File: src/include/asg_defs.svh
//////////////////////////////
// signal generator constants
// channel count, table geometry,
// data widths and register map
//////////////////////////////

`ifndef ASG_DEFS_SVH
`define ASG_DEFS_SVH

// number of playback channels
`define ASG_CH_N 2
// channel index bits decoded from paddr[13+]
`define ASG_CH_AW 1

// external trigger inputs
`define ASG_TN 2

// pointer integer part, 256 word table
`define ASG_CWM 8
// pointer fraction part
`define ASG_CWF 8
// full fixed point pointer width
`define ASG_PW (`ASG_CWM + `ASG_CWF)

// signed sample width, also the offset width
`define ASG_DW 14
// signed gain width, unity is 1 << (ASG_MW-2)
`define ASG_MW 16

//////////////////////////////
// register offsets inside a channel
//////////////////////////////

// control, write only pulses
`define ASG_REG_CTL 12'h000
// external trigger mask
`define ASG_REG_TRG 12'h004
// table size, offset and step
`define ASG_REG_SIZ 12'h010
`define ASG_REG_OFF 12'h014
`define ASG_REG_STP 12'h018
// playback mode, bit 0 is wrap
`define ASG_REG_MOD 12'h020
// linear stage gain and offset
`define ASG_REG_MUL 12'h030
`define ASG_REG_SUM 12'h034

`endif
File: src/source/asg_pkg.sv
//////////////////////////////
// signal generator types
// samples, pointer fields and
// the two views of the APB word
//////////////////////////////

`include "asg_defs.svh"

package asg_pkg;

  // signed table and output sample
  typedef logic signed [`ASG_DW-1:0] asg_smp_t;

  // fixed point pointer, integer above fraction
  typedef logic [`ASG_PW-1:0] asg_ptr_t;

  // linear stage gain and offset
  typedef logic signed [`ASG_MW-1:0] asg_mul_t;
  typedef logic signed [`ASG_DW-1:0] asg_sum_t;

  // external trigger mask
  typedef logic [`ASG_TN-1:0] asg_trg_t;

  // control register view
  typedef struct packed {
    logic [29:0] rsv;
    logic        trg;
    logic        rst;
  } asg_ctl_t;

  // table word view, sample in low bits
  typedef struct packed {
    logic [31-`ASG_DW:0] rsv;
    asg_smp_t            dat;
  } asg_tbl_t;

  // apb data word, decoded by address region
  typedef union packed {
    asg_ctl_t ctl;
    asg_tbl_t smp;
  } asg_word_u;

endpackage

File: src/source/asg_linear.sv
//////////////////////////////
// signal generator output stage
// gain and offset per channel,
// saturated and registered
//////////////////////////////

`timescale 1ns/1ps
`include "asg_defs.svh"

module asg_linear import asg_pkg::*; (
  input  logic                 bus,
  input  logic                 arst_n,
  // channel samples
  input  asg_smp_t             smp [`ASG_CH_N],
  input  logic [`ASG_CH_N-1:0] smp_vld,
  // gain and offset
  input  asg_mul_t             cfg_mul [`ASG_CH_N],
  input  asg_sum_t             cfg_sum [`ASG_CH_N],
  // dac stream
  output asg_smp_t             dac_dat [`ASG_CH_N],
  output logic [`ASG_CH_N-1:0] dac_vld
);

  // full product width
  localparam int unsigned PW = `ASG_DW + `ASG_MW;
  // shift that takes unity gain back to one
  localparam int unsigned SH = `ASG_MW - 2;
  // scaled product plus offset, one guard bit
  localparam int unsigned SW = PW - SH + 1;

  for (genvar i = 0; i < `ASG_CH_N; i++) begin : g_ch
    logic signed [PW-1:0] prd;
    logic signed [PW-SH-1:0] shf;
    logic signed [SW-1:0] sum;
    logic sat;

    assign prd = smp[i] * cfg_mul[i];
    // arithmetic shift by dropping the low bits
    assign shf = prd[PW-1:SH];
    assign sum = shf + cfg_sum[i];

    // out of range when the top bits differ from the sign
    assign sat = (sum[SW-1:`ASG_DW-1] != {(SW - `ASG_DW + 1){sum[SW-1]}});

    always_ff @(posedge bus) begin
      if (sat) begin
        // clamp to the full scale limit of the sign
        dac_dat[i] <= {sum[SW-1], {(`ASG_DW - 1){~sum[SW-1]}}};
      end else begin
        dac_dat[i] <= sum[`ASG_DW-1:0];
      end
    end
  end

  // valid follows the data by the same register
  always_ff @(posedge bus or negedge arst_n) begin
    if (!arst_n) begin
      dac_vld <= '0;
    end else begin
      dac_vld <= smp_vld;
    end
  end

endmodule

File: config.mk
export PLATFORM = sky130hd
export DESIGN_NAME = asg_linear
export DESIGN_NICKNAME = d
export VERILOG_FILES = /design/src/source/asg_pkg.sv /design/src/source/asg_linear.sv
export VERILOG_INCLUDE_DIRS = /design/src /design/src/include
export SDC_FILE = /design/constraint.sdc
export NUM_CORES = 1
export LEC_CHECK = 0
export BUFFER_PORTS_ARGS = -buffer_cell sky130_fd_sc_hd__buf_2
export CORE_ASPECT_RATIO = 0.9
export CORE_MARGIN = 10
export CORE_UTILIZATION = 57
export DETAILED_ROUTE_END_ITERATION = 6
export PLACE_DENSITY = 0.72
export SYNTH_ARGS = -nofsm -noshare
export SYNTH_HDL_FRONTEND = slang
export SYNTH_SLANG_ARGS = --single-unit
File: constraint.sdc
create_clock -name bus -period 0.8 [get_ports bus]
set_input_delay 0.08 -clock bus [delete_from_list [all_inputs] [get_ports bus]]
set_output_delay 0.08 -clock bus [all_outputs]
set_load 0.01 [all_outputs]
==> impl_metrics.py <==
metrics = {
    "finish": {
        "area_growth_pct": 25.4,
        "antenna_cells": 0,
        "drive_gt1_frac": 0.251,
        "final_cell_mix": "507 x inv_1, 432 x fa_1, 342 x buf_4",
        "nets": 3150,
        "mostFrequentLayoutCell": "inv_1",
    },
    "place": {
        "hpwl_um": 42400,
        "gp_congestion": 0.938,
        "port_buffers": 121,
    },
    "sta": {
        "finalSetupViolCount": 47,
        "setup_ws_ps": -6670,
        "worst_pin_slew_ps": 482,
        "final_hold_viol_count": 0,
        "slew_violations": 0,
        "finalSetupTns_ps": -183840,
        "min_period_ps": 7470,
        "maxSlewHeadroom": 0.677,
        "period_share": 9.34,
        "max_clock_freq_mhz": 134,
        "timing.hold.ws_ps": 95.4,
        "rsz0062_at_grt": "yes",
    },
    "grt": {
        "overflow": 0,
        "grt_usage": 0.260,
        "grt_pass1_vias": 17600,
        "grt_pass1_wl_um": 84900,
        "antenna_found_initial": 1,
        "grt_max_degree": 16,
    },
    "yosys": {
        "synth_flop_cell": "dfxtp_1",
        "ys_warn_count": 0,
        "ys_seq_elements": 30,
        "syn-num-nets": 2741,
        "synthArstFlopShare": 0.0667,
        "syn_avg_cell_area_um2": 9.09,
        "synth_cell_types": 62,
        "synth_edf_count": 0,
        "synthCells": 2041,
        "ys_seq_area_frac": 0.0329,
        "syn_area_um2": 18600,
    },
    "clock_network": {
        "cts_buffers": 5,
        "h-tree-depth": 2,
        "cts_tree": "yes",
        "cts-root-buf": "clkbuf_16",
        "cts_max_path_buffers": 2,
        "clkSinkCount": 30,
        "cts.clk_slew.worst_paths_ps": 60,
    },
    "die": {
        "die_h_um": 191,
        "dieArea_um2": 40200,
        "rows": 62,
        "start_util": 0.579,
        "die_w_um": 210,
        "core_area_um2": 32000,
        "io_pins": 122,
    },
    "drt": {
        "first_pass_iters": 7,
        "vias": 15100,
        "ant_nets": 0,
        "viasPerCell": 5.26,
        "post-route-drc-count": 0,
        "drtIter0Drc": 922,
        "wl_per_cell_um": 17.1,
        "drt_wl_total_um": 49100,
    },
    "job": {
        "maxCapViolations": 0,
    },
    "worst_setup_path": {
        "crit_type": "primary input to flop",
        "cp_data_arrival_time_ps": 7640,
        "cp_max_fo": 11,
        "cp.required_ps": 970,
        "path_common_cell": "fa_1",
        "worst_path_max_delay_cell": "fa_1",
        "critPathLaunchType": "primary input",
        "critPathMaxStageDelay_ps": 570,
        "crit_path_end_kind": "flop",
    },
    "status": {
        "status": "finished with violations",
        "violations": "setup timing",
    },
    "hold_path": {
        "hold_path.class": "primary input to async pin",
    },
}
-- worst max-delay path, delay by kind of cell --
family | cells | cell delay [ps]
compound gates | 14 | 2780
fa+ha+maj | 8 | 3490
buf+inv | 6 | 690
simple gates | 3 | 600
-- final timing paths --
path / startpoint / end / cells after the start
max in group asynchronous: arst_n / dac_vld[0]$_DFF_PN0_ / 2
max: smp[3] / dac_dat[4]$_DFF_P_ / 31
min: arst_n / dac_vld[1]$_DFF_PN0_ / 2
min in group bus: cfg_sum[14] / dac_dat[14]$_DFF_P_ / 3
-- sequential cells by signal, summed over array words and instances, names as in the netlist --
signal / cells
dac_vld: 2
dac_dat: 28
-- per-stage QoR --
| step | setup WS [ps] | utilization | instance area (um^2) | instances |
|---|---|---|---|---|
| floorplan | -6450 | - | 18900 | 2041 |
| global placement | -6960 | 0.689 | 22100 | 2830 |
| detailed placement | -7120 | 0.689 | 22100 | 2830 |
| CTS | -6670 | 0.714 | 22900 | 2855 |
| global route | -6990 | 0.726 | 23300 | 2867 |
| finish | -6670 | 0.726 | 23300 | 2867 |
-- synth_stat cells, types with 15 or more instances --
cell        n  area [um^2]
a21o_1     48          360
a21oi_1    43          215
and2_1    244         1530
clkbuf_1   59          221
dfxtp_1    28          561
fa_1      438         8770
ha_1      170         2130
inv_1     518         1940
nand2_1   185          694
nor2_1     56          210
o21ai_0    27          135
xnor2_1    57          499
xor2_1     15          131
-- final cells by class --
type | instances | area, um^2
clock buffers | 6 | 139
clock inverters | 2 | 60.1
fillers | 2362 | 8770
inverters | 518 | 1950
multi-input cells | 1428 | 16300
flip-flops and latches | 30 | 647
well taps | 416 | 520
repair buffers | 467 | 3610
-- per-layer routing --
layer  routed length [um]  global-route usage  share of wire
met1                20600               0.342           0.42
met2                23800               0.442           0.48
met3                 3450              0.0413          0.070
met4                 1250              0.0682          0.025
met5                   13                   0        0.00026
-- kinds of logic after synthesis --
family / Yosys count / synth area share
xor gates and xnor gates: 72 / 0.0340
and+or+nand+nor: 547 / 0.151
adders and majority gates: 608 / 0.587
buffers and inverters: 583 / 0.119
DFF: 30 / 0.0329
AOI/OAI and AO/OA: 201 / 0.0757
-- timing repair --
action | CTS | global route
setup endpoints to repair | 54 | 58
endpoints found under the hold margin | 4 | 0
pin swaps | 34 | 55
setup buffers | 13 | 13
resized for setup | 120 | 79
hold buffers | 3 | 0
cloned | 1 | 0
Power is left out: the tool's default activity adds up to more than one toggle a clock period on the data nets, which glitch-free logic cannot reach.
