$ cat config.mk
export PLATFORM = sky130hd
export DESIGN_NAME = asg_regs
export DESIGN_NICKNAME = d
export VERILOG_FILES = /design/src/source/asg_pkg.sv /design/src/source/asg_regs.sv
export VERILOG_INCLUDE_DIRS = /design/src /design/src/include
export SDC_FILE = /design/constraint.sdc
export NUM_CORES = 1
export LEC_CHECK = 0
export BUFFER_PORTS_ARGS = -buffer_cell sky130_fd_sc_hd__buf_2
export CAP_MARGIN = 15
export CORE_MARGIN = 2
export CORE_UTILIZATION = 25
export DETAILED_ROUTE_END_ITERATION = 12
export HOLD_SLACK_MARGIN = 0.12
export PLACE_DENSITY = 0.5
export SYNTH_ARGS = -nofsm -noshare
export SYNTH_HDL_FRONTEND = slang
export SYNTH_SLANG_ARGS = --single-unit
export TNS_END_PERCENT = 100
$ cat constraint.sdc
create_clock -name bus -period 3.4 [get_ports bus]
set_clock_uncertainty 0.15 [all_clocks]
set_input_delay 0 -clock bus [delete_from_list [all_inputs] [get_ports bus]]
set_output_delay 0 -clock bus [all_outputs]
set_load 0.05 [all_outputs]
$ cat src/include/asg_defs.svh
//////////////////////////////
// signal generator constants
// channel count, table geometry,
// data widths and register map
//////////////////////////////

`ifndef ASG_DEFS_SVH
`define ASG_DEFS_SVH

// number of playback channels
`define ASG_CH_N 2
// channel index bits decoded from paddr[13+]
`define ASG_CH_AW 1

// external trigger inputs
`define ASG_TN 2

// pointer integer part, 256 word table
`define ASG_CWM 8
// pointer fraction part
`define ASG_CWF 8
// full fixed point pointer width
`define ASG_PW (`ASG_CWM + `ASG_CWF)

// signed sample width, also the offset width
`define ASG_DW 14
// signed gain width, unity is 1 << (ASG_MW-2)
`define ASG_MW 16

//////////////////////////////
// register offsets inside a channel
//////////////////////////////

// control, write only pulses
`define ASG_REG_CTL 12'h000
// external trigger mask
`define ASG_REG_TRG 12'h004
// table size, offset and step
`define ASG_REG_SIZ 12'h010
`define ASG_REG_OFF 12'h014
`define ASG_REG_STP 12'h018
// playback mode, bit 0 is wrap
`define ASG_REG_MOD 12'h020
// linear stage gain and offset
`define ASG_REG_MUL 12'h030
`define ASG_REG_SUM 12'h034

`endif
$ cat src/source/asg_pkg.sv
//////////////////////////////
// signal generator types
// samples, pointer fields and
// the two views of the APB word
//////////////////////////////

`include "asg_defs.svh"

package asg_pkg;

  // signed table and output sample
  typedef logic signed [`ASG_DW-1:0] asg_smp_t;

  // fixed point pointer, integer above fraction
  typedef logic [`ASG_PW-1:0] asg_ptr_t;

  // linear stage gain and offset
  typedef logic signed [`ASG_MW-1:0] asg_mul_t;
  typedef logic signed [`ASG_DW-1:0] asg_sum_t;

  // external trigger mask
  typedef logic [`ASG_TN-1:0] asg_trg_t;

  // control register view
  typedef struct packed {
    logic [29:0] rsv;
    logic        trg;
    logic        rst;
  } asg_ctl_t;

  // table word view, sample in low bits
  typedef struct packed {
    logic [31-`ASG_DW:0] rsv;
    asg_smp_t            dat;
  } asg_tbl_t;

  // apb data word, decoded by address region
  typedef union packed {
    asg_ctl_t ctl;
    asg_tbl_t smp;
  } asg_word_u;

endpackage

$ cat src/source/asg_regs.sv
//////////////////////////////
// signal generator register bank
// APB slave with zero wait states,
// per channel config and table strobes
//////////////////////////////

`timescale 1ns/1ps
`include "asg_defs.svh"

module asg_regs import asg_pkg::*; (
  input  logic                 bus,
  input  logic                 arst_n,
  // apb slave
  input  logic                 psel,
  input  logic                 penable,
  input  logic                 pwrite,
  input  logic [15:0]          paddr,
  input  asg_word_u            pwdata,
  output asg_word_u            prdata,
  output logic                 pready,
  output logic                 pslverr,
  // per channel configuration
  output asg_trg_t             cfg_trg [`ASG_CH_N],
  output asg_ptr_t             cfg_siz [`ASG_CH_N],
  output asg_ptr_t             cfg_off [`ASG_CH_N],
  output asg_ptr_t             cfg_stp [`ASG_CH_N],
  output logic [`ASG_CH_N-1:0] cfg_wrap,
  output asg_mul_t             cfg_mul [`ASG_CH_N],
  output asg_sum_t             cfg_sum [`ASG_CH_N],
  // one cycle control pulses
  output logic [`ASG_CH_N-1:0] ctl_rst,
  output logic [`ASG_CH_N-1:0] trg_sw,
  // table write port
  output logic [`ASG_CH_N-1:0] buf_we,
  output logic [`ASG_CWM-1:0]  buf_addr,
  output asg_smp_t             buf_dat
);

  // access cycle of a transfer
  logic acc;
  // full channel field and its decoded part
  logic [2:0] ch_idx;
  logic [`ASG_CH_AW-1:0] ch_sel;
  logic ch_ok;
  // table or register region
  logic tbl_sel;
  // word aligned register offset
  logic [11:0] reg_off;
  logic reg_hit;
  // accepted writes
  logic wr_ok;
  logic reg_wr;

  //////////////////////////////
  // address decode
  //////////////////////////////

  assign acc = psel & penable;

  // channel sits in paddr[15:13]
  assign ch_idx = paddr[15:13];
  assign ch_sel = ch_idx[`ASG_CH_AW-1:0];
  assign ch_ok = (ch_idx < 3'(`ASG_CH_N));

  assign tbl_sel = paddr[12];
  // byte lanes ignored
  assign reg_off = {paddr[11:2], 2'b00};

  // mapped register offsets
  always_comb begin
    case (reg_off)
      `ASG_REG_CTL,
      `ASG_REG_TRG,
      `ASG_REG_SIZ,
      `ASG_REG_OFF,
      `ASG_REG_STP,
      `ASG_REG_MOD,
      `ASG_REG_MUL,
      `ASG_REG_SUM: reg_hit = 1'b1;
      default:      reg_hit = 1'b0;
    endcase
  end

  // no wait states, every access cycle completes
  assign pready = acc;
  // bad channel, or unmapped offset in register region
  assign pslverr = acc & (~ch_ok | (~tbl_sel & ~reg_hit));

  assign wr_ok = acc & pwrite & ~pslverr;
  assign reg_wr = wr_ok & ~tbl_sel;

  //////////////////////////////
  // table writes and pulses
  //////////////////////////////

  // shared table address and data
  assign buf_addr = paddr[2 +: `ASG_CWM];
  assign buf_dat = pwdata.smp.dat;

  // strobes for the selected channel only
  always_comb begin
    ctl_rst = '0;
    trg_sw = '0;
    buf_we = '0;
    if (reg_wr && (reg_off == `ASG_REG_CTL)) begin
      ctl_rst[ch_sel] = pwdata.ctl.rst;
      trg_sw[ch_sel] = pwdata.ctl.trg;
    end
    if (wr_ok && tbl_sel) begin
      buf_we[ch_sel] = 1'b1;
    end
  end

  //////////////////////////////
  // configuration registers
  //////////////////////////////

  always_ff @(posedge bus or negedge arst_n) begin
    if (!arst_n) begin
      for (int i = 0; i < `ASG_CH_N; i++) begin
        cfg_trg[i] <= '0;
        cfg_siz[i] <= '0;
        cfg_off[i] <= '0;
        cfg_stp[i] <= '0;
        // unity gain
        cfg_mul[i] <= asg_mul_t'(1 << (`ASG_MW - 2));
        cfg_sum[i] <= '0;
      end
      cfg_wrap <= '0;
    end else if (reg_wr) begin
      case (reg_off)
        `ASG_REG_TRG: cfg_trg[ch_sel] <= pwdata[`ASG_TN-1:0];
        `ASG_REG_SIZ: cfg_siz[ch_sel] <= pwdata[`ASG_PW-1:0];
        `ASG_REG_OFF: cfg_off[ch_sel] <= pwdata[`ASG_PW-1:0];
        `ASG_REG_STP: cfg_stp[ch_sel] <= pwdata[`ASG_PW-1:0];
        `ASG_REG_MOD: cfg_wrap[ch_sel] <= pwdata[0];
        `ASG_REG_MUL: cfg_mul[ch_sel] <= asg_mul_t'(pwdata[`ASG_MW-1:0]);
        // offset has the sample format
        `ASG_REG_SUM: cfg_sum[ch_sel] <= pwdata.smp.dat;
        default: ;
      endcase
    end
  end

  //////////////////////////////
  // read back
  //////////////////////////////

  // table region and ctl read as zero
  always_comb begin
    prdata = '0;
    if (acc && !pwrite && ch_ok && !tbl_sel) begin
      case (reg_off)
        `ASG_REG_TRG: prdata = 32'(cfg_trg[ch_sel]);
        `ASG_REG_SIZ: prdata = 32'(cfg_siz[ch_sel]);
        `ASG_REG_OFF: prdata = 32'(cfg_off[ch_sel]);
        `ASG_REG_STP: prdata = 32'(cfg_stp[ch_sel]);
        `ASG_REG_MOD: prdata = 32'(cfg_wrap[ch_sel]);
        // signed, extended to the full word
        `ASG_REG_MUL: prdata = 32'(cfg_mul[ch_sel]);
        `ASG_REG_SUM: begin
          prdata.smp.rsv = {(32 - `ASG_DW){cfg_sum[ch_sel][`ASG_DW-1]}};
          prdata.smp.dat = cfg_sum[ch_sel];
        end
        default: prdata = '0;
      endcase
    end
  end

endmodule

==> results of run 1 <==
[power by group]
group	total (uW)	internal (uW)	switching, uW
logic	303	84.8	218
registers	1930	1930	0.237
clock network	1930	984	949
[area by class of cell]
| class | instances | area [sq um] | area share [%] |
|---|---|---|---|
| tap | 442 | 553 | 5.16 |
| clock inverter | 15 | 165 | 1.54 |
| timing repair buffer | 314 | 1800 | 16.8 |
| multi-input combinational | 349 | 3700 | 34.5 |
| inverter | 4 | 15.0 | 0.140 |
| clock buffer | 17 | 425 | 3.97 |
| sequential | 162 | 4060 | 37.9 |
[logic make-up after synthesis]
family,Yosys count
AO/OA/AOI/OAI,45
buffers and inverters,73
flip-flops,162
multiplexers,215
AND/OR/NAND/NOR,89
[routing by layer]
layer	track usage, %	part of all wire, %	up-vias
met5	0	0	-
met4	4.73	1.1	0
met3	3.81	5.6	14
met2	28.1	49	201
met1	22.8	45	3073
li1	-	-	2696
[placed cells by master (no fill, tap or decap), drive strengths merged, types with 12 or more instances in the layout]
master / synthesis / layout
a21oi: 15 / 15
a22oi: 12 / 12
buf: 58 / 290
clkbuf: 11 / 17
dfrtp: 160 / 160
dlygate4sd3: 0 / 24
mux2: 180 / 180
mux4: 28 / 28
nand2: 19 / 19
nor2: 14 / 14
nor4: 15 / 15
[critical path, delay by kind of cell]
kind	cells	cell delay, ps
AND/OR/NAND/NOR	4	1600
buffers and inverters	4	1160
[how the worst max path moves through the flow]
stage,startpoint,to,slack (ps)
2_1_floorplan,paddr[9],prdata[17],400
3_3_place_gp,paddr[9],cfg_siz[17]$_DFFE_PN0P_,490
3_5_place_dp,paddr[9],cfg_siz[26]$_DFFE_PN0P_,450
4_1_cts,paddr[7],prdata[22],480
5_1_grt,paddr[7],prdata[26],300
6_report,paddr[7],prdata[22],490
[registers in the layout (all words and copies together), names as in the netlist]
name      count
cfg_trg       4
cfg_siz      32
cfg_wrap      2
cfg_off      32
cfg_mul      32
cfg_stp      32
cfg_sum      28
[through the flow]
| stage | hold WS, ps | util (%) | cell area (sq um) | setup WS, ps | cells |
|---|---|---|---|---|---|
| floorplan | -446 | - | 8220 | 402 | 584 |
| global placement | -43.3 | 30.4 | 9860 | 493 | 1246 |
| detailed placement | -44.5 | 30.4 | 9860 | 447 | 1246 |
| CTS | 148 | 33.0 | 10700 | 480 | 1303 |
| global route | 177 | 33.0 | 10700 | 300 | 1303 |
| finish | 163 | 33.0 | 10700 | 490 | 1303 |
[Yosys cell counts, types with 5 or more instances]
master | n | share of area (%)
sky130_fd_sc_hd__mux2i_1 | 7 | 0.85
sky130_fd_sc_hd__clkbuf_1 | 11 | 0.50
sky130_fd_sc_hd__buf_2 | 6 | 0.37
sky130_fd_sc_hd__nor4_4 | 9 | 2.3
sky130_fd_sc_hd__nand2_1 | 18 | 0.82
sky130_fd_sc_hd__buf_4 | 43 | 3.9
sky130_fd_sc_hd__mux4_2 | 28 | 7.7
sky130_fd_sc_hd__nand4_1 | 6 | 0.46
sky130_fd_sc_hd__dfrtp_1 | 160 | 49
sky130_fd_sc_hd__a22oi_1 | 12 | 1.1
sky130_fd_sc_hd__buf_6 | 5 | 0.69
sky130_fd_sc_hd__nor2_1 | 14 | 0.64
sky130_fd_sc_hd__nand3_1 | 8 | 0.49
sky130_fd_sc_hd__nor2b_1 | 8 | 0.61
sky130_fd_sc_hd__mux2_2 | 140 | 19
sky130_fd_sc_hd__mux2_1 | 40 | 5.5
sky130_fd_sc_hd__a21oi_1 | 15 | 0.91
==> metrics.md, run 1 <==
| Metric | Value |
|---|---|
| Vias in the first global route | `6002` |
| Critical path startpoint category | `input pin` |
| Die outline width | `185 microns` |
| Hold path endpoint | `buf_addr[4]` |
| Clk Latency, worst-skew pair | `440 ps` |
| Root Driver | `sky130_fd_sc_hd__clkbuf_16` |
| Run status | `finished clean` |
| Via/cell ratio | `roughly 4.6` |
| Area enclosed by the die boundary | `~0.034 sq mm` |
| Largest fanout on the critical path | `16` |
| Area of the core region | `about 0.032 sq mm` |
| Total power consumption of the routed design | `4160 uW` |
| Pins over their slew limit | `0` |
| Die extent in y | `around 190 microns` |
| GRT Residual Overflow | `0` |
| Average routed wire per standard cell | `between 20 and 25 microns` |
| Max_slew headroom | `a little under a third` |
| Synthesized-area fraction occupied by ao, oa, aoi and oai cells | `roughly 3.8%` |
| Required arrival time at the worst endpoint | `3250 ps` |
| Reg-to-reg slack, setup | `approximately 2400 ps` |
| Leakage component of the power | `about 0.0056 uW` |
| Worst Reg-to-Reg Cells | `1` |
| Synthesized Nets | `637` |
| Async set-reset flop share out of synthesis | `between 90% and 100%` |
| Largest family of logic cells by synthesized area | `multiplexers` |
| Ys flop type | `sky130_fd_sc_hd__dfrtp_1` |
| Number of antenna violations at the first check in global routing | `0` |
| Worst-margin pin slew | `1020 ps` |
| Number of buffers added for setup after CTS | `0` |
| Sinks on the clock net | `roughly 160` |
| Area share of and/or/nand/nor cells after synthesis | `under 10%` |
| Diode insertion count for antenna repair | `0` |
| Accumulated negative setup slack | `0 ps` |
| Unrepaired setup endpoints after global routing | `false` |
| Detailed-routing iteration count for the pre-antenna-repair pass | `4` |
| Number of nets at the end of the flow | `approximately 900` |
| Power per unit of standard cell area | `around 400 mW/mm^2` |
| Maximum buffer depth of the clock tree | `2` |
| Worst-path cell with the longest stage delay | `sky130_fd_sc_hd__or4b_1` |
| Maximum resistive drop on vdd | `0.305 mV` |
| Total CTS buffers | `17` |
| Final critical delay including setup and external delays | `a little under 3000 ps` |
| Synth Cell Area | `between 0.008 and 0.009 sq mm` |
| Distinct cells, synth | `44` |
| Fraction of the yosys area taken by sequential cells | `between 40% and 50%` |
| Fmax achieved | `0.344 GHz` |
| Flip-flop and latch count after synthesis | `162` |
| Antenna viol nets, final | `0` |
| First-pass GRT wire length | `roughly 42000 microns` |
| HPWL after detailed placement | `19900 microns` |
| Number of H-tree branching levels | `4` |
| Endpoint of the lowest-slack register-to-register path | `cfg_mul[22]$_DFFE_PN0P_` |
| Cells along the critical path | `dlygate4sd3_1 > buf_2 > nor2_1 > nand2_4 > or4b_1 > nor2_1 > buf_4 > buf_2` |
| Count of final hold-check violations | `0` |
| Number of cells on the worst hold path | `2` |
| Total setup violations reported at the end of the flow | `0` |
| Pin count of the biggest net entering global routing | `76` |
| Multiplexer share of the synthesized area | `between 30% and 40%` |
| Hold buffer count at CTS | `25` |
| Max-capacitance violation count | `0` |
| Fillcell total | `roughly 3300` |
| Final worst-path cycle share | `a little under nine tenths` |
| Start of the worst register-to-register path | `cfg_mul[22]$_DFFE_PN0P_` |
| Via count of the routed design | `~6000` |
| CP Class | `input pin to output pin` |
| DRC errors left | `0` |
| Area overhead of the layout relative to synthesis | `30.4%` |
| CP max stage delay | `730 ps` |
| # IOs | `277` |
| Number of flops mapped to enable cells by yosys | `0` |
| Warning count from the yosys run | `0` |
| Synthesized netlist cell count | `roughly 580` |
| Avg Cell Area, Syn | `between 10 and 15 sq um` |
| XOR/XNOR Fraction of Synth Area | `0%` |
| CP Data Arrival Time | `2760 ps` |
| Post-synthesis share of cell area spent on full adders, half adders and majority gates | `0%` |
| Path category of the worst min-delay check | `input pin to output pin` |
| GPL Wtd Cong | `~0.74` |
| Initial Utilization | `approximately a quarter` |
| GRT Overall Usage | `17.2%` |
| TritonCTS clock tree | `built` |
| I/O Buffers | `258` |
| Layout cell share with drive strength beyond 1 | `between 50 and 60%` |
| Start point of the worst min-delay path | `paddr[6]` |
| Post-cts sizing count | `0` |
| Count of standard-cell rows | `66` |
| DRT iter0 DRCs | `between 200 and 300` |
| Nature of the critical path endpoint | `output pin` |
| Total Routed Length | `between 20000 and 30000 microns` |
Power figures use the tool's default switching activity.
==> inputs of run 2 (changes only) <==
- CORE_MARGIN: 2 -> 1
- CTS_BUF_LIST: unset -> sky130_fd_sc_hd__clkbuf_16
==> metrics.md, run 2 (synthesis results as in run 1) <==
| Metric | Value |
|---|---|
| Run status | `finished clean` |
| Start point of the critical path | `paddr[6]` |
| Worst-margin pin slew | `913 ps (-109 ps)` |
| Count of final hold-check violations | `0 (unchanged)` |
| # IOs | `277 (unchanged)` |
| Number of antenna violations at the first check in global routing | `1 (+1)` |
| Unrepaired setup endpoints after global routing | `false` |
| Hold path endpoint | `cfg_stp[30]$_DFFE_PN0P_` |
| Logic depth of the worst path, buffers included | `8 (unchanged)` |
| Die extent in y | `183 microns (-1.1%)` |
| HPWL after detailed placement | `19000 microns (-4.7%)` |
| DRT iter0 DRCs | `272 (+4.6%)` |
| Total power consumption of the routed design | `4280 uW (+2.7%)` |
| Sinks on the clock net | `162 (unchanged)` |
| Clk Latency, worst-skew pair | `430 ps (about the same)` |
| GPL Wtd Cong | `0.725 (-2.2%)` |
| I/O Buffers | `258 (unchanged)` |
| GRT Residual Overflow | `0 (unchanged)` |
| Vias in the first global route | `6123 (+2.0%)` |
| Fmax achieved | `0.306 GHz (-11%)` |
| CP Data Arrival Time | `3440 ps (+680 ps)` |
| Via count of the routed design | `5973 (-0.18%)` |
| Pin count of the biggest net entering global routing | `75 (-1.3%)` |
| Endpoint of the lowest-slack register-to-register path | `cfg_stp[5]$_DFFE_PN0P_` |
| Path category of the worst min-delay check | `input pin to flip-flop` |
| Most common library cell in the layout ignoring fill and taps | `sky130_fd_sc_hd__buf_2` |
| Initial Utilization | `25.3% (unchanged)` |
| Area overhead of the layout relative to synthesis | `30.9%` |
| Start point of the worst min-delay path | `paddr[5]` |
| Required arrival time at the worst endpoint | `3570 ps (+320 ps)` |
| Top library cells by usage in the layout, fill and taps aside | `256 x sky130_fd_sc_hd__buf_2, 160 x sky130_fd_sc_hd__dfrtp_1, 140 x sky130_fd_sc_hd__mux2_2, 40 x sky130_fd_sc_hd__mux2_1, 28 x sky130_fd_sc_hd__mux4_2` |
| Pint | `3180 uW (+6.1%)` |
| Cells along the critical path | `dlygate4sd3_1 > buf_2 > nor2_1 > nand2_4 > dlygate4sd3_1 > nor4_4 > mux2_1 > dlygate4sd3_1` |
| Cell class contributing the biggest share of worst-path delay | `buffers and inverters` |
| CP max stage delay | `770 ps (+40 ps)` |
| CP Class | `input pin to flip-flop` |
| Total CTS buffers | `17 (unchanged)` |
| Via/cell ratio | `4.59 (about the same)` |
| Antenna viol nets, final | `0 (unchanged)` |
| Nature of the critical path endpoint | `flip-flop` |
| Proportion of power drawn by the clock network | `47.9% (+1.4 points)` |
| Comb pwr share | `7.1% (-0.2 points)` |
| Total buffers and inverters traversed by the critical path | `4 (unchanged)` |
| Dominant cell type by count on the critical path | `sky130_fd_sc_hd__dlygate4sd3_1` |
| Area of the core region | `0.0325 sq mm (unchanged)` |
| Worst-path cell with the longest stage delay | `sky130_fd_sc_hd__nor4_4` |
| Pins over their slew limit | `0 (unchanged)` |
| Maximum resistive drop on vdd | `0.301 mV (-1.3%)` |
| First-pass GRT wire length | `41400 microns (-0.63%)` |
| Post-cts sizing count | `0 (unchanged)` |
| Max_slew headroom | `38.6% (+7.3 points)` |
| Die outline width | `183 microns (-1.1%)` |
| Worst Reg-to-Reg Cells | `2 (+1)` |
| Accumulated negative setup slack | `0 ps (unchanged)` |
| Area enclosed by the die boundary | `0.0336 sq mm (-2.1%)` |
| Count of standard-cell rows | `66 (unchanged)` |
| Final instance area | `0.0108 sq mm (+0.37%)` |
| Detailed-routing iteration count for the pre-antenna-repair pass | `4 (unchanged)` |
| Maximum buffer depth of the clock tree | `2 (unchanged)` |
| Switch Pwr | `1100 uW (-5.9%)` |
| Number of cells on the worst hold path | `5 (+3)` |
| Sequential Power Share | `45.1% (-1.2 points)` |
| Layout cell share with drive strength beyond 1 | `58.9% (-0.21 points)` |
| Power per unit of standard cell area | `398 mW/mm^2 (+2.4%)` |
| Critical path startpoint category | `input pin` |
| Average routed wire per standard cell | `21.7 microns (-2.3%)` |
| Total Routed Length | `28200 microns (-2.5%)` |
| Number of buffers added for setup after CTS | `0 (unchanged)` |
| Core occupancy in the finished layout | `33.1% (+0.12 points)` |
| Start of the worst register-to-register path | `cfg_stp[5]$_DFFE_PN0P_` |
| Number of H-tree branching levels | `4 (unchanged)` |
| Total setup violations reported at the end of the flow | `0 (unchanged)` |
| Leakage component of the power | `0.00562 uW (+0.23%)` |
| Pre-CTS WS | `700 ps (+253 ps)` |
| Sw Ratio | `25.7% (-2.4 points)` |
| Number of nets at the end of the flow | `899 (-0.22%)` |
| Clock-pin transition on the worst setup and hold timing paths | `roughly 70 ps` |
| Max-capacitance violation count | `0 (unchanged)` |
| Fin worst setup slack | `130 ps (-360 ps)` |
| TritonCTS clock tree | `built` |
| Final critical delay including setup and external delays | `3270 ps (+360 ps)` |
| Final worst-path cycle share | `96.2% (+11 points)` |
| GRT Overall Usage | `17.1% (about the same)` |
| Post-detailed-placement cell area | `0.00987 sq mm (+0.15%)` |
| Root Driver | `sky130_fd_sc_hd__clkbuf_16` |
| Diode insertion count for antenna repair | `0 (unchanged)` |
| Reg-to-reg slack, setup | `1900 ps (-540 ps)` |
| Largest fanout on the critical path | `7 (-9)` |
| DRC errors left | `0 (unchanged)` |
==> run 2: changes by cell type in the layout (fill, tap and decap cells not counted) <==
cell                            change
sky130_fd_sc_hd__buf_4              -6
sky130_fd_sc_hd__bufinv_16          +3
sky130_fd_sc_hd__inv_6              +1
sky130_fd_sc_hd__dlygate4sd3_1      +1
sky130_fd_sc_hd__clkinv_2           +3
sky130_fd_sc_hd__inv_8              -3
sky130_fd_sc_hd__buf_12             +3
sky130_fd_sc_hd__clkinv_8           -4
==> run 2: worst max path at each step <==
stage,to
finish,cfg_stp[5]$_DFFE_PN0P_
global route,cfg_stp[5]$_DFFE_PN0P_
CTS,cfg_stp[5]$_DFFE_PN0P_
detailed placement,cfg_stp[20]$_DFFE_PN0P_
global placement,cfg_stp[20]$_DFFE_PN0P_
floorplan,prdata[17]
==> run 2: power groups by stage <==
| stage | Combinational (uW) | Sequential (uW) | Clock [uW] |
|---|---|---|---|
| floorplan | 155 | 1970 | 0 |
| detailed placement | 281 | 1960 | 0 |
| CTS | 307 | 1930 | 2110 |
| finish | 302 | 1930 | 2050 |
| global placement | 280 | 1960 | 0 |
| global route | 326 | 1930 | 2180 |
==> run 2: repair_timing <==
item                       in CTS  in global routing
hold buffers                   26                  0
hold endpoints to repair      322                  0
setup endpoints to repair       0                  1
==> run 2: tightest hold or removal path, cell delays in order <==
cell and delay, ps:
sky130_fd_sc_hd__buf_2 150, sky130_fd_sc_hd__nor3b_1 80, sky130_fd_sc_hd__nand2_1 170, sky130_fd_sc_hd__nor4_4 110, sky130_fd_sc_hd__mux2_1 200
==> run 2: final cells by class <==
class / instances / area, sq um
Inverter: 4 / 15.0
Clock inverter: 15 / 180
Clock buffer: 17 / 425
Multi-Input combinational cell: 349 / 3700
Timing Repair Buffer: 312 / 1830
Tap cell: 442 / 553
Fill cell: 3285 / 21700
Sequential cell: 162 / 4060
==> run 2: metal layers <==
metal	GRT usage, %	vias up	part of all wire (%)
met5	0	-	0
met2	29.0	199	50
met1	22.0	3081	44
met4	4.23	0	1.0
li1	-	2680	-
met3	4.05	13	5.3
==> run 2: through the flow <==
step           hold WS (ps)  cells
2_1_floorplan          -446    584
3_3_place_gp          -60.6   1243
3_5_place_dp          -64.2   1243
4_1_cts                 144   1301
5_1_grt                 177   1301
6_report                163   1301
==> inputs of run 3 (changes only) <==
- PLACE_DENSITY: 0.5 -> 0.42
==> metrics.md, run 3 (synthesis results as in run 1) <==
| Metric | Value |
|---|---|
| Path category of the worst min-delay check | `input pin to output pin` |
| Endpoint of the lowest-slack register-to-register path | `cfg_mul[10]$_DFFE_PN0P_` |
| Detailed-routing iteration count for the pre-antenna-repair pass | `4 (unchanged)` |
| Antenna viol nets, final | `0 (unchanged)` |
| Start point of the worst min-delay path | `paddr[7]` |
| Largest fanout on the critical path | `7 (unchanged)` |
| Total setup violations reported at the end of the flow | `0 (unchanged)` |
| TritonCTS clock tree | `built` |
| Run status | `finished clean` |
| Maximum buffer depth of the clock tree | `2 (unchanged)` |
| Number of H-tree branching levels | `4 (unchanged)` |
| Diode insertion count for antenna repair | `0 (unchanged)` |
| Critical path startpoint category | `input pin` |
| Total CTS buffers | `17 (unchanged)` |
| Via count of the routed design | `5983 (+0.17%)` |
| Count of final hold-check violations | `0 (unchanged)` |
| Area overhead of the layout relative to synthesis | `29.6%` |
| Via/cell ratio | `4.61 (+0.40%)` |
| Leakage component of the power | `0.00559 uW (-0.61%)` |
| Count of standard-cell rows | `66 (unchanged)` |
| Root Driver | `sky130_fd_sc_hd__clkbuf_16` |
| Average routed wire per standard cell | `22.3 microns (+2.9%)` |
| HPWL after detailed placement | `19600 microns (+3.3%)` |
| Area of the core region | `0.0325 sq mm (unchanged)` |
| Start of the worst register-to-register path | `cfg_mul[10]$_DFFE_PN0P_` |
| Final critical delay including setup and external delays | `3190 ps (-83.2 ps)` |
| CP Data Arrival Time | `3040 ps (-400 ps)` |
| Max-capacitance violation count | `0 (unchanged)` |
| I/O Buffers | `258 (unchanged)` |
| Die extent in y | `183 microns (unchanged)` |
| Most common library cell in the layout ignoring fill and taps | `sky130_fd_sc_hd__buf_2` |
| Total power consumption of the routed design | `4110 uW (-3.9%)` |
| Accumulated negative setup slack | `0 ps (unchanged)` |
| Unrepaired setup endpoints after global routing | `false` |
| Power per unit of standard cell area | `386 mW/mm^2 (-2.9%)` |
| Worst Reg-to-Reg Cells | `1 (-1)` |
| First-pass GRT wire length | `42300 microns (+2.0%)` |
| Die outline width | `183 microns (unchanged)` |
| Clk Latency, worst-skew pair | `440 ps (about the same)` |
| GPL Wtd Cong | `0.715 (-1.4%)` |
| Nature of the critical path endpoint | `output pin` |
| CP Class | `input pin to output pin` |
| Sinks on the clock net | `162 (unchanged)` |
| # IOs | `277 (unchanged)` |
| Top library cells by usage in the layout, fill and taps aside | `256 x sky130_fd_sc_hd__buf_2, 160 x sky130_fd_sc_hd__dfrtp_1, 140 x sky130_fd_sc_hd__mux2_2, 40 x sky130_fd_sc_hd__mux2_1` |
| Area enclosed by the die boundary | `0.0336 sq mm (unchanged)` |
| Max_slew headroom | `28.9% (-9.7 points)` |
| Number of antenna violations at the first check in global routing | `0 (-1)` |
| DRT iter0 DRCs | `128 (-53%)` |
| Reg-to-reg slack, setup | `2410 ps (+510 ps)` |
| Maximum resistive drop on vdd | `0.306 mV (+1.7%)` |
| Final worst-path cycle share | `93.7% (-2.4 points)` |
| Vias in the first global route | `6089 (-0.56%)` |
| Worst-margin pin slew | `1060 ps (+145 ps)` |
| Initial Utilization | `25.3% (unchanged)` |
| Number of cells on the worst hold path | `2 (-3)` |
| DRC errors left | `0 (unchanged)` |
| Layout cell share with drive strength beyond 1 | `59.0% (+0.090 points)` |
| GRT Residual Overflow | `0 (unchanged)` |
| Pin count of the biggest net entering global routing | `80 (+6.7%)` |
| Number of nets at the end of the flow | `896 (-0.33%)` |
| Total Routed Length | `29000 microns (+2.6%)` |
| Required arrival time at the worst endpoint | `3250 ps (-320 ps)` |
| Hold path endpoint | `buf_addr[5]` |
| Fmax achieved | `0.314 GHz (+2.6%)` |
| GRT Overall Usage | `17.5% (+0.34 points)` |
| Pins over their slew limit | `0 (unchanged)` |
## run 3: where the power goes
part	internal [uW]	switching [uW]
logic	85.4	216
registers	1930	0.248
clock network	961	919
## run 3: final cells by class
type,instances,area (sq um)
Timing Repair Buffer,309,1770
Tap cell,442,553
Clock inverter,15,124
Fill cell,3346,21800
Inverter,4,15.0
Clock buffer,17,425
Multi-Input combinational cell,349,3700
Sequential cell,162,4060
## run 3: worst max path at each step
stage,end,start,cells after the start
global route,prdata[6],paddr[6],10
CTS,prdata[6],paddr[6],10
finish,prdata[6],paddr[6],10
global placement,cfg_stp[24]$_DFFE_PN0P_,paddr[9],6
floorplan,prdata[17],paddr[9],6
detailed placement,cfg_stp[24]$_DFFE_PN0P_,paddr[9],6
## run 3: routing by layer
metal	wire [microns]	vias to the layer above	track usage [%]
li1	-	2667	-
met1	13100	3122	23.3
met2	14300	176	29.0
met3	1290	18	3.46
met4	287	0	4.17
met5	0	-	0
## run 3: worst max-delay path, stage by stage
cell,delay [ps]
sky130_fd_sc_hd__dlygate4sd3_1,540
sky130_fd_sc_hd__buf_2,140
sky130_fd_sc_hd__nor2_1,240
sky130_fd_sc_hd__dlygate4sd3_1,610
sky130_fd_sc_hd__buf_4,130
sky130_fd_sc_hd__and3_1,510
sky130_fd_sc_hd__buf_4,280
sky130_fd_sc_hd__a22oi_1,110
sky130_fd_sc_hd__a21oi_1,180
sky130_fd_sc_hd__buf_2,290
## run 3: metrics by stage
step                      cells  utilization (%)  setup WS (ps)  hold WS (ps)  area (sq um)
final                      1298             32.8            213           171         10600
after global routing       1298             32.8           68.1           182         10600
after CTS                  1298             32.8            159           162         10600
after detailed placement   1243             30.3            384         -14.4          9850
after global placement     1243             30.3            475         -14.3          9850
after floorplan             584                -            402          -446          8220
## run 3: what timing repair did
action | 4_1_cts | 5_1_grt
hold buffers | 23 | 0
resized for setup | 0 | 0
hold endpoints to repair | 285 | 0
setup buffers | 0 | 0
endpoints found under the setup margin | 0 | 0
